File: src/logic/npc_pkg.sv
// npc shared definitions
package npc_pkg;

	localparam int unsigned xlen = 32;
	localparam int unsigned regaddr_w = 5;
	localparam logic [xlen-1:0] reset_pc = 32'h8000_0000;

	// opcodes of the supported subset
	localparam logic [6:0] op_reg = 7'b0110011;
	localparam logic [6:0] op_imm = 7'b0010011;
	localparam logic [6:0] op_lui = 7'b0110111;
	localparam logic [6:0] op_branch = 7'b1100011;
	localparam logic [6:0] op_jal = 7'b1101111;

	localparam logic [2:0] funct3_beq = 3'b000;
	localparam logic [2:0] funct3_bne = 3'b001;
	localparam logic [6:0] funct7_sub = 7'b0100000;

	// fetch state encodings
	localparam logic [2:0] ifu_idle = 3'd0;
	localparam logic [2:0] ifu_wait_ar = 3'd1;
	localparam logic [2:0] ifu_shaked_ar = 3'd2;
	localparam logic [2:0] ifu_wait_r = 3'd3;
	localparam logic [2:0] ifu_shaked_r = 3'd4;

	typedef enum logic [2:0] {
		exe_add,
		exe_sub,
		exe_lui,
		exe_beq,
		exe_bne,
		exe_jal,
		exe_nop
	} npc_op_e;

	typedef struct packed {
		logic [6:0] funct7;
		logic [4:0] rs2;
		logic [4:0] rs1;
		logic [2:0] funct3;
		logic [4:0] rd;
		logic [6:0] opcode;
	} npc_inst_r_t;

	typedef struct packed {
		logic [11:0] imm12;
		logic [4:0] rs1;
		logic [2:0] funct3;
		logic [4:0] rd;
		logic [6:0] opcode;
	} npc_inst_i_t;

	// one instruction word, two decode views
	typedef union packed {
		npc_inst_r_t r;
		npc_inst_i_t i;
	} npc_inst_u;

	function automatic logic [xlen-1:0] imm_b(input logic [xlen-1:0] inst);
		return {{19{inst[31]}}, inst[31], inst[7], inst[30:25], inst[11:8], 1'b0};
	endfunction

	function automatic logic [xlen-1:0] imm_j(input logic [xlen-1:0] inst);
		return {{11{inst[31]}}, inst[31], inst[19:12], inst[20], inst[30:21], 1'b0};
	endfunction

endpackage

File: src/logic/exu.sv
// execute and retire unit
module exu (
	input  logic                          clk,
	input  logic                          rst,
	input  logic                          dec_valid,
	input  logic [npc_pkg::xlen-1:0]      dec_pc,
	input  logic [npc_pkg::xlen-1:0]      dec_inst,
	input  npc_pkg::npc_op_e              dec_op,
	input  logic [npc_pkg::regaddr_w-1:0] dec_rd,
	input  logic [npc_pkg::regaddr_w-1:0] dec_rs1,
	input  logic [npc_pkg::regaddr_w-1:0] dec_rs2,
	input  logic [npc_pkg::xlen-1:0]      dec_imm,
	input  logic [npc_pkg::xlen-1:0]      rs1_data,
	input  logic [npc_pkg::xlen-1:0]      rs2_data,
	output logic                          dec_accept,
	output logic                          exu_busy,
	output logic                          rf_wen,
	output logic [npc_pkg::regaddr_w-1:0] rf_waddr,
	output logic [npc_pkg::xlen-1:0]      rf_wdata,
	output logic                          redirect_valid,
	output logic [npc_pkg::xlen-1:0]      next_pc,
	output logic                          retire_valid,
	output logic [npc_pkg::xlen-1:0]      retire_pc,
	output logic [npc_pkg::xlen-1:0]      retire_inst,
	output logic                          retire_wen,
	output logic [npc_pkg::regaddr_w-1:0] retire_rd,
	output logic [npc_pkg::xlen-1:0]      retire_wdata
);

	logic done;
	logic [npc_pkg::xlen-1:0] op_b;
	logic [npc_pkg::xlen-1:0] link;
	logic [npc_pkg::xlen-1:0] target;
	logic [npc_pkg::xlen-1:0] result;
	logic [npc_pkg::xlen-1:0] pc_nx;
	logic src_eq;

	assign dec_accept = dec_valid && !done;

	// i form arrives with rs2 as x0 and r form with a zero immediate
	assign op_b = (dec_rs2 == '0) ? dec_imm : rs2_data;
	assign link = dec_pc + 32'd4;
	assign target = dec_pc + dec_imm;
	assign src_eq = (rs1_data == rs2_data);

	always_comb begin
		result = '0;
		pc_nx = link;
		case (dec_op)
			npc_pkg::exe_add: result = rs1_data + op_b;
			npc_pkg::exe_sub: result = rs1_data - op_b;
			npc_pkg::exe_lui: result = dec_imm;
			npc_pkg::exe_jal: begin
				result = link;
				pc_nx = target;
			end
			npc_pkg::exe_beq: if (src_eq) pc_nx = target;
			npc_pkg::exe_bne: if (!src_eq) pc_nx = target;
			default: result = '0;
		endcase
	end

	always_ff @(posedge clk) begin
		if (rst) begin
			done <= 1'b0;
			retire_wen <= 1'b0;
		end else begin
			done <= dec_accept;
			retire_wen <= dec_accept && (dec_rd != '0);
		end
	end

	always_ff @(posedge clk) begin
		if (dec_accept) begin
			retire_pc <= dec_pc;
			retire_inst <= dec_inst;
			retire_rd <= dec_rd;
			retire_wdata <= result;
			next_pc <= pc_nx;
		end
	end

	// retire, write back and redirect share one cycle
	assign retire_valid = done;
	assign redirect_valid = done;
	assign exu_busy = done;
	assign rf_wen = retire_wen;
	assign rf_waddr = retire_rd;
	assign rf_wdata = retire_wdata;

endmodule

File: src/logic/idu.sv
// instruction decode unit
module idu (
	input  logic                          clk,
	input  logic                          rst,
	input  logic                          fetch_valid,
	input  logic [npc_pkg::xlen-1:0]      fetch_pc,
	input  logic [npc_pkg::xlen-1:0]      fetch_inst,
	input  logic                          dec_accept,
	output logic                          dec_valid,
	output logic [npc_pkg::xlen-1:0]      dec_pc,
	output logic [npc_pkg::xlen-1:0]      dec_inst,
	output npc_pkg::npc_op_e              dec_op,
	output logic [npc_pkg::regaddr_w-1:0] dec_rd,
	output logic [npc_pkg::regaddr_w-1:0] dec_rs1,
	output logic [npc_pkg::regaddr_w-1:0] dec_rs2,
	output logic [npc_pkg::xlen-1:0]      dec_imm
);

	npc_pkg::npc_inst_u inst;
	npc_pkg::npc_op_e op_d;
	logic [npc_pkg::regaddr_w-1:0] rd_d;
	logic [npc_pkg::regaddr_w-1:0] rs2_d;
	logic [npc_pkg::xlen-1:0] imm_d;

	assign inst = fetch_inst;

	always_comb begin
		op_d = npc_pkg::exe_nop;
		rd_d = inst.r.rd;
		rs2_d = inst.r.rs2;
		imm_d = '0;
		case (inst.r.opcode)
			npc_pkg::op_reg: begin
				if (inst.r.funct3 == 3'b000 && inst.r.funct7 == 7'b0)
					op_d = npc_pkg::exe_add;
				else if (inst.r.funct3 == 3'b000 && inst.r.funct7 == npc_pkg::funct7_sub)
					op_d = npc_pkg::exe_sub;
			end
			npc_pkg::op_imm: begin
				// addi reads x0 as rs2 so exu takes the immediate
				if (inst.i.funct3 == 3'b000) begin
					op_d = npc_pkg::exe_add;
					rs2_d = '0;
					imm_d = {{20{inst.i.imm12[11]}}, inst.i.imm12};
				end
			end
			npc_pkg::op_lui: begin
				op_d = npc_pkg::exe_lui;
				imm_d = {inst.i.imm12, inst.i.rs1, inst.i.funct3, 12'b0};
			end
			npc_pkg::op_branch: begin
				if (inst.r.funct3 == npc_pkg::funct3_beq)
					op_d = npc_pkg::exe_beq;
				else if (inst.r.funct3 == npc_pkg::funct3_bne)
					op_d = npc_pkg::exe_bne;
				imm_d = npc_pkg::imm_b(fetch_inst);
			end
			npc_pkg::op_jal: begin
				op_d = npc_pkg::exe_jal;
				imm_d = npc_pkg::imm_j(fetch_inst);
			end
			default: begin
				op_d = npc_pkg::exe_nop;
			end
		endcase
		// no write for branches and anything unsupported
		if (op_d == npc_pkg::exe_nop || op_d == npc_pkg::exe_beq || op_d == npc_pkg::exe_bne)
			rd_d = '0;
	end

	always_ff @(posedge clk) begin
		if (rst)
			dec_valid <= 1'b0;
		else if (fetch_valid)
			dec_valid <= 1'b1;
		else if (dec_accept)
			dec_valid <= 1'b0;
	end

	always_ff @(posedge clk) begin
		if (fetch_valid) begin
			dec_pc <= fetch_pc;
			dec_inst <= fetch_inst;
			dec_op <= op_d;
			dec_rd <= rd_d;
			dec_rs1 <= inst.r.rs1;
			dec_rs2 <= rs2_d;
			dec_imm <= imm_d;
		end
	end

endmodule

File: src/logic/ifu.sv
// instruction fetch unit
module ifu (
	input  logic                     clk,
	input  logic                     rst,
	input  logic                     imem_arready,
	input  logic                     imem_rvalid,
	input  logic [npc_pkg::xlen-1:0] imem_rdata,
	input  logic                     redirect_valid,
	input  logic [npc_pkg::xlen-1:0] next_pc,
	input  logic                     dec_valid,
	input  logic                     exu_busy,
	output logic [npc_pkg::xlen-1:0] imem_araddr,
	output logic                     imem_arvalid,
	output logic                     imem_rready,
	output logic                     fetch_valid,
	output logic [npc_pkg::xlen-1:0] fetch_pc,
	output logic [npc_pkg::xlen-1:0] fetch_inst
);

	logic [2:0] state;
	logic [2:0] state_nx;
	logic allow_in;
	logic [npc_pkg::xlen-1:0] pending_pc;
	logic [npc_pkg::xlen-1:0] araddr_r;
	logic [npc_pkg::xlen-1:0] inst_r;
	logic arvalid_r;
	logic rready_r;

	// one instruction in flight, so wait until decode and execute drain
	assign allow_in = (state == npc_pkg::ifu_idle) && !dec_valid && !exu_busy;

	always_comb begin
		state_nx = state;
		case (state)
			npc_pkg::ifu_idle: begin
				if (allow_in)
					state_nx = npc_pkg::ifu_wait_ar;
			end
			npc_pkg::ifu_wait_ar: begin
				// arvalid is high in this state
				if (imem_arready)
					state_nx = npc_pkg::ifu_shaked_ar;
			end
			npc_pkg::ifu_shaked_ar: begin
				if (imem_rvalid)
					state_nx = npc_pkg::ifu_shaked_r;
				else
					state_nx = npc_pkg::ifu_wait_r;
			end
			npc_pkg::ifu_wait_r: begin
				if (imem_rvalid)
					state_nx = npc_pkg::ifu_shaked_r;
			end
			npc_pkg::ifu_shaked_r: begin
				state_nx = npc_pkg::ifu_idle;
			end
			default: begin
				state_nx = npc_pkg::ifu_idle;
			end
		endcase
	end

	always_ff @(posedge clk) begin
		if (rst)
			state <= npc_pkg::ifu_idle;
		else
			state <= state_nx;
	end

	// channel outputs follow the state transition
	always_ff @(posedge clk) begin
		if (rst) begin
			arvalid_r <= 1'b0;
			rready_r <= 1'b0;
		end else begin
			arvalid_r <= (state_nx == npc_pkg::ifu_wait_ar);
			rready_r <= (state_nx == npc_pkg::ifu_shaked_ar) ||
				(state_nx == npc_pkg::ifu_wait_r);
		end
	end

	always_ff @(posedge clk) begin
		if (state == npc_pkg::ifu_idle && state_nx == npc_pkg::ifu_wait_ar)
			araddr_r <= pending_pc;
	end

	// capture on the data handshake
	always_ff @(posedge clk) begin
		if (state_nx == npc_pkg::ifu_shaked_r)
			inst_r <= imem_rdata;
	end

	// target of the last retire, or the boot address
	always_ff @(posedge clk) begin
		if (rst)
			pending_pc <= npc_pkg::reset_pc;
		else if (redirect_valid)
			pending_pc <= next_pc;
	end

	assign imem_araddr = araddr_r;
	assign imem_arvalid = arvalid_r;
	assign imem_rready = rready_r;

	assign fetch_valid = (state == npc_pkg::ifu_shaked_r);
	assign fetch_pc = araddr_r;
	assign fetch_inst = inst_r;

endmodule

File: src/logic/npc_core.sv
// npc core top level
module npc_core (
	input  logic                          clk,
	input  logic                          rst,
	input  logic                          imem_arready,
	input  logic                          imem_rvalid,
	input  logic [npc_pkg::xlen-1:0]      imem_rdata,
	output logic [npc_pkg::xlen-1:0]      imem_araddr,
	output logic                          imem_arvalid,
	output logic                          imem_rready,
	output logic                          retire_valid,
	output logic [npc_pkg::xlen-1:0]      retire_pc,
	output logic [npc_pkg::xlen-1:0]      retire_inst,
	output logic                          retire_wen,
	output logic [npc_pkg::regaddr_w-1:0] retire_rd,
	output logic [npc_pkg::xlen-1:0]      retire_wdata
);

	// fetch to decode
	logic fetch_valid;
	logic [npc_pkg::xlen-1:0] fetch_pc;
	logic [npc_pkg::xlen-1:0] fetch_inst;

	// decode to execute
	logic dec_valid;
	logic dec_accept;
	logic [npc_pkg::xlen-1:0] dec_pc;
	logic [npc_pkg::xlen-1:0] dec_inst;
	npc_pkg::npc_op_e dec_op;
	logic [npc_pkg::regaddr_w-1:0] dec_rd;
	logic [npc_pkg::regaddr_w-1:0] dec_rs1;
	logic [npc_pkg::regaddr_w-1:0] dec_rs2;
	logic [npc_pkg::xlen-1:0] dec_imm;

	// execute side
	logic exu_busy;
	logic redirect_valid;
	logic [npc_pkg::xlen-1:0] next_pc;
	logic rf_wen;
	logic [npc_pkg::regaddr_w-1:0] rf_waddr;
	logic [npc_pkg::xlen-1:0] rf_wdata;
	logic [npc_pkg::xlen-1:0] rs1_data;
	logic [npc_pkg::xlen-1:0] rs2_data;

	ifu ifu_i (
		.clk(clk),
		.rst(rst),
		.imem_arready(imem_arready),
		.imem_rvalid(imem_rvalid),
		.imem_rdata(imem_rdata),
		.redirect_valid(redirect_valid),
		.next_pc(next_pc),
		.dec_valid(dec_valid),
		.exu_busy(exu_busy),
		.imem_araddr(imem_araddr),
		.imem_arvalid(imem_arvalid),
		.imem_rready(imem_rready),
		.fetch_valid(fetch_valid),
		.fetch_pc(fetch_pc),
		.fetch_inst(fetch_inst)
	);

	idu idu_i (
		.clk(clk),
		.rst(rst),
		.fetch_valid(fetch_valid),
		.fetch_pc(fetch_pc),
		.fetch_inst(fetch_inst),
		.dec_accept(dec_accept),
		.dec_valid(dec_valid),
		.dec_pc(dec_pc),
		.dec_inst(dec_inst),
		.dec_op(dec_op),
		.dec_rd(dec_rd),
		.dec_rs1(dec_rs1),
		.dec_rs2(dec_rs2),
		.dec_imm(dec_imm)
	);

	exu exu_i (
		.clk(clk),
		.rst(rst),
		.dec_valid(dec_valid),
		.dec_pc(dec_pc),
		.dec_inst(dec_inst),
		.dec_op(dec_op),
		.dec_rd(dec_rd),
		.dec_rs1(dec_rs1),
		.dec_rs2(dec_rs2),
		.dec_imm(dec_imm),
		.rs1_data(rs1_data),
		.rs2_data(rs2_data),
		.dec_accept(dec_accept),
		.exu_busy(exu_busy),
		.rf_wen(rf_wen),
		.rf_waddr(rf_waddr),
		.rf_wdata(rf_wdata),
		.redirect_valid(redirect_valid),
		.next_pc(next_pc),
		.retire_valid(retire_valid),
		.retire_pc(retire_pc),
		.retire_inst(retire_inst),
		.retire_wen(retire_wen),
		.retire_rd(retire_rd),
		.retire_wdata(retire_wdata)
	);

	regfile regfile_i (
		.clk(clk),
		.rst(rst),
		.raddr1(dec_rs1),
		.raddr2(dec_rs2),
		.wen(rf_wen),
		.waddr(rf_waddr),
		.wdata(rf_wdata),
		.rdata1(rs1_data),
		.rdata2(rs2_data)
	);

endmodule

File: src/logic/regfile.sv
// integer register file
module regfile (
	input  logic                          clk,
	input  logic                          rst,
	input  logic [npc_pkg::regaddr_w-1:0] raddr1,
	input  logic [npc_pkg::regaddr_w-1:0] raddr2,
	input  logic                          wen,
	input  logic [npc_pkg::regaddr_w-1:0] waddr,
	input  logic [npc_pkg::xlen-1:0]      wdata,
	output logic [npc_pkg::xlen-1:0]      rdata1,
	output logic [npc_pkg::xlen-1:0]      rdata2
);

	logic [npc_pkg::xlen-1:0] regs [32];

	always_ff @(posedge clk) begin
		if (rst) begin
			for (int i = 0; i < 32; i++)
				regs[i] <= '0;
		end else if (wen && waddr != '0) begin
			regs[waddr] <= wdata;
		end
	end

	// x0 is hardwired
	assign rdata1 = (raddr1 == '0) ? '0 : regs[raddr1];
	assign rdata2 = (raddr2 == '0) ? '0 : regs[raddr2];

endmodule

File: config.mk
export PLATFORM = sky130hd
export DESIGN_NAME = npc_core
export DESIGN_NICKNAME = d
export VERILOG_FILES = /design/src/logic/npc_pkg.sv /design/src/logic/exu.sv /design/src/logic/idu.sv /design/src/logic/ifu.sv /design/src/logic/npc_core.sv /design/src/logic/regfile.sv
export SDC_FILE = /design/constraint.sdc
export NUM_CORES = 2
export LEC_CHECK = 0
export ABC_CLOCK_PERIOD_IN_PS = 9300
export BUFFER_PORTS_ARGS = -buffer_cell sky130_fd_sc_hd__buf_4
export CORE_MARGIN = 4
export CORE_UTILIZATION = 45
export DETAILED_ROUTE_END_ITERATION = 10
export GPL_ROUTABILITY_DRIVEN = 0
export HOLD_SLACK_MARGIN = 0.06
export PLACE_DENSITY = 0.59
export SYNTH_ARGS = -nofsm -noshare
export SYNTH_HDL_FRONTEND = slang
export SYNTH_SLANG_ARGS = --single-unit
File: constraint.sdc
create_clock -name clk -period 9.3 [get_ports clk]
set_input_delay 1.86 -clock clk [delete_from_list [all_inputs] [get_ports clk]]
set_output_delay 1.86 -clock clk [all_outputs]
set_load 0.01 [all_outputs]
==> flow_summary.toml <==
[status]
outcome = "finished, final reports clean"

[route]
viasPerCell = 6.52
wl_per_cell_um = 36.0
drtPass1Iterations = 5
remaining_drc_errors = 0
vias = 47900
drt-initial-drc-count = 6693
wl_um = 264000
antenna_left = 0

[clocking]
cts_resized = 0
clkSinkCount = 1380
cts_buffers = 151
path_clk_slew_ps = 60
cts_setup_buffers = 0
htree_levels = 4
clkLatencyLatePin_ps = 820
cts_tree = "built"
holdBufCountCts = 0
clock_path_buffers = 3
ctsRootBufferMaster = "clkbuf_16"

[global_routing]
grt_pass1_vias = 47000
antenna_found_initial = 22
grt_first_pass_wirelength_um = 368000
top_usage_layer = "met2"
grt_use_met2 = 0.492
use_met3 = 0.0776
overflow = 0
use_met1 = 0.416
grtUsageTotal = 0.318
grt_start_max_net_pins = 105

[setup_path]
critPathCaptureType = "flop"
slowest_delay_ps = 930
arrival_ps = 8350
cp_slowest_cell = "dfxtp_4"
critPathMaxFanout = 32
crit_required_ps = 9860
cpMostUsedCell = "a21oi_1"
crit_type = "reg -> reg"
start_kind = "flop"

[power]
switchingPower_mw = 3.36
power_frac_comb = 0.067
power.leakage_nw = 29.3
ir_worst_vdd_v = 0.000191
clkPwrFrac = 0.429
switching_share = 0.238
cellInternalPower_mw = 10.8
seq_power_share = 0.504
power_density_nw_per_um2 = 176
power_mw = 14.1

[synthesis]
synth-async-reset-ratio = 0
synth_area_um2 = 71600
syn_inst = 5054
ys_ff_latch = 1380
ys_types = 80
synth_sequential_area_ratio = 0.572
synth_ff_type = "edfxtp_1"
avgSynthCellArea_um2 = 14.2
synth_warnings = 0
synth_edf_count = 1330

[sta]
post-route-min-period_ps = 7790
final_max_slew_viol_count = 0
min_period_over_period = 0.838
fin_hold_ws_ps = 419
tns_ps = 0
final-hold-violation-count = 0
max-slew-margin-rel = 0.120
fin_skew_ps = 35.7
final-setup-viol-count = 0
setup_slack_ps = 1510
fmax_ghz = 0.128
tightestPinTransition_ps = 1310
rsz0062_at_grt = "false"

[placement]
dp_worst_setup_slack_ps = 1650
place_area_um2 = 75100
io_buffer_count = 172
hpwl_um = 159000

[finish]
nets = 5236
final_area_um2 = 80100
final_cell_mix = "1330 x edfxtp_1, 1009 x and2_1, 424 x mux4_2"
drive_gt1_frac = 0.209
layout_commonest_cell = "edfxtp_1"
area.growth.synth_to_final_pct = 11.9

[floorplan]
boundaryPins = 173
die_y_um = 407
initial_core_util = 0.452
die_x_um = 407
coreArea_um2 = 158000
dieArea_um2 = 165000
placementRows = 146

[min_path]
min_path_type = "reg -> reg"

[job]
drv_cap = 0
[logic make-up after synthesis]
family | share of synthesized area
AND/OR/NAND/NOR | 0.131
flip-flops | 0.572
multiplexers | 0.175
AO/OA/AOI/OAI | 0.0639
buffers and inverters | 0.0302
XOR/XNOR | 0.0168
adder cells (fa/ha/maj) | 0.0117
other | 0.0000524
[worst paths after layout]
| check | depth (start not counted) | endpoint | start | slack, ps |
|---|---|---|---|---|
| setup / recovery | 25 | exu_i.retire_wdata[26]$_DFFE_PP_ | flop | 1510 |
| hold / removal | 0 | exu_i.retire_inst[30]$_DFFE_PP_ | idu_i.dec_inst[30]$_DFFE_PP_ | 420 |
| setup reg to reg | 25 | exu_i.retire_wdata[26]$_DFFE_PP_ | flop | 1510 |
| hold reg to reg | 0 | exu_i.retire_inst[30]$_DFFE_PP_ | idu_i.dec_inst[30]$_DFFE_PP_ | 420 |
[cell usage after synthesis (50+ instances only)]
master / n / area, um^2
a21oi_1: 145 / 726
a22oi_1: 149 / 1120
and2_1: 1010 / 6320
buf_2: 51 / 255
clkbuf_1: 286 / 1070
dfxtp_1: 50 / 1000
edfxtp_1: 1330 / 39900
ha_1: 64 / 801
mux2i_1: 256 / 2560
mux4_2: 424 / 9550
nand2_1: 149 / 559
nor2_1: 175 / 657
o21ai_0: 65 / 325
o22ai_1: 65 / 407
xnor2_1: 72 / 631
xor2_1: 63 / 552
[metrics by stage]
stage,cells,util
floorplan,5085,-
global placement,7051,0.475
detailed placement,7052,0.475
CTS,7327,0.506
global route,7328,0.506
finish,7338,0.506
[power by group through the flow]
stage	sequential (mW)	clock, mW	combinational (mW)
after floorplan	7.20	0	0.558
after global placement	7.24	0	0.923
after detailed placement	7.25	0	0.925
after CTS	7.12	6.09	0.930
after global routing	7.14	6.36	0.983
final	7.12	6.06	0.947
[routing by layer]
| layer | vias to the layer above | wire [um] |
|---|---|---|
| li1 | 19400 | - |
| met1 | 24400 | 98600 |
| met2 | 3247 | 121000 |
| met3 | 769 | 28900 |
| met4 | 12 | 16100 |
| met5 | - | 82 |
[layout make-up]
| cell class | count | area (um^2) |
|---|---|---|
| clock buffers | 198 | 4040 |
| clock inverters | 77 | 885 |
| diodes | 10 | 25.0 |
| fillers | 13200 | 78100 |
| repair buffers | 322 | 2550 |
| well taps | 2072 | 2590 |
| flip-flops and latches | 1380 | 41000 |
| multi-input cells | 3249 | 28900 |
| inverters | 30 | 115 |
[sequential cells by signal (all words and copies together), names as in the netlist, named ones only]
| register | cells |
|---|---|
| ifu_i.pending_pc | 32 |
| idu_i.dec_valid | 1 |
| exu_i.retire_wdata | 32 |
| idu_i.dec_rs2 | 5 |
| ifu_i.imem_rready | 1 |
| idu_i.dec_imm | 32 |
| exu_i.next_pc | 32 |
| exu_i.retire_rd | 5 |
| idu_i.dec_rd | 5 |
| idu_i.dec_rs1 | 4 |
| ifu_i.state | 3 |
| exu_i.retire_wen | 1 |
| ifu_i.fetch_inst | 32 |
| exu_i.retire_inst | 32 |
| ifu_i.imem_arvalid | 1 |
| regfile_i.regs | 1024 |
| idu_i.dec_op | 3 |
| exu_i.exu_busy | 1 |
| idu_i.dec_pc | 32 |
| ifu_i.fetch_pc | 32 |
| exu_i.retire_pc | 32 |
| idu_i.dec_inst | 28 |
[critical path, delay by kind of cell, from the launching register on]
kind	cells	cell delay, ps
muxes	1	260
DFF	1	930
AOI/OAI and AO/OA	10	2540
buffers and inverters	2	820
adders and majority gates	1	360
and+or+nand+nor	9	2290
xor gates and xnor gates	2	250
(Power assumes the default switching activity.)
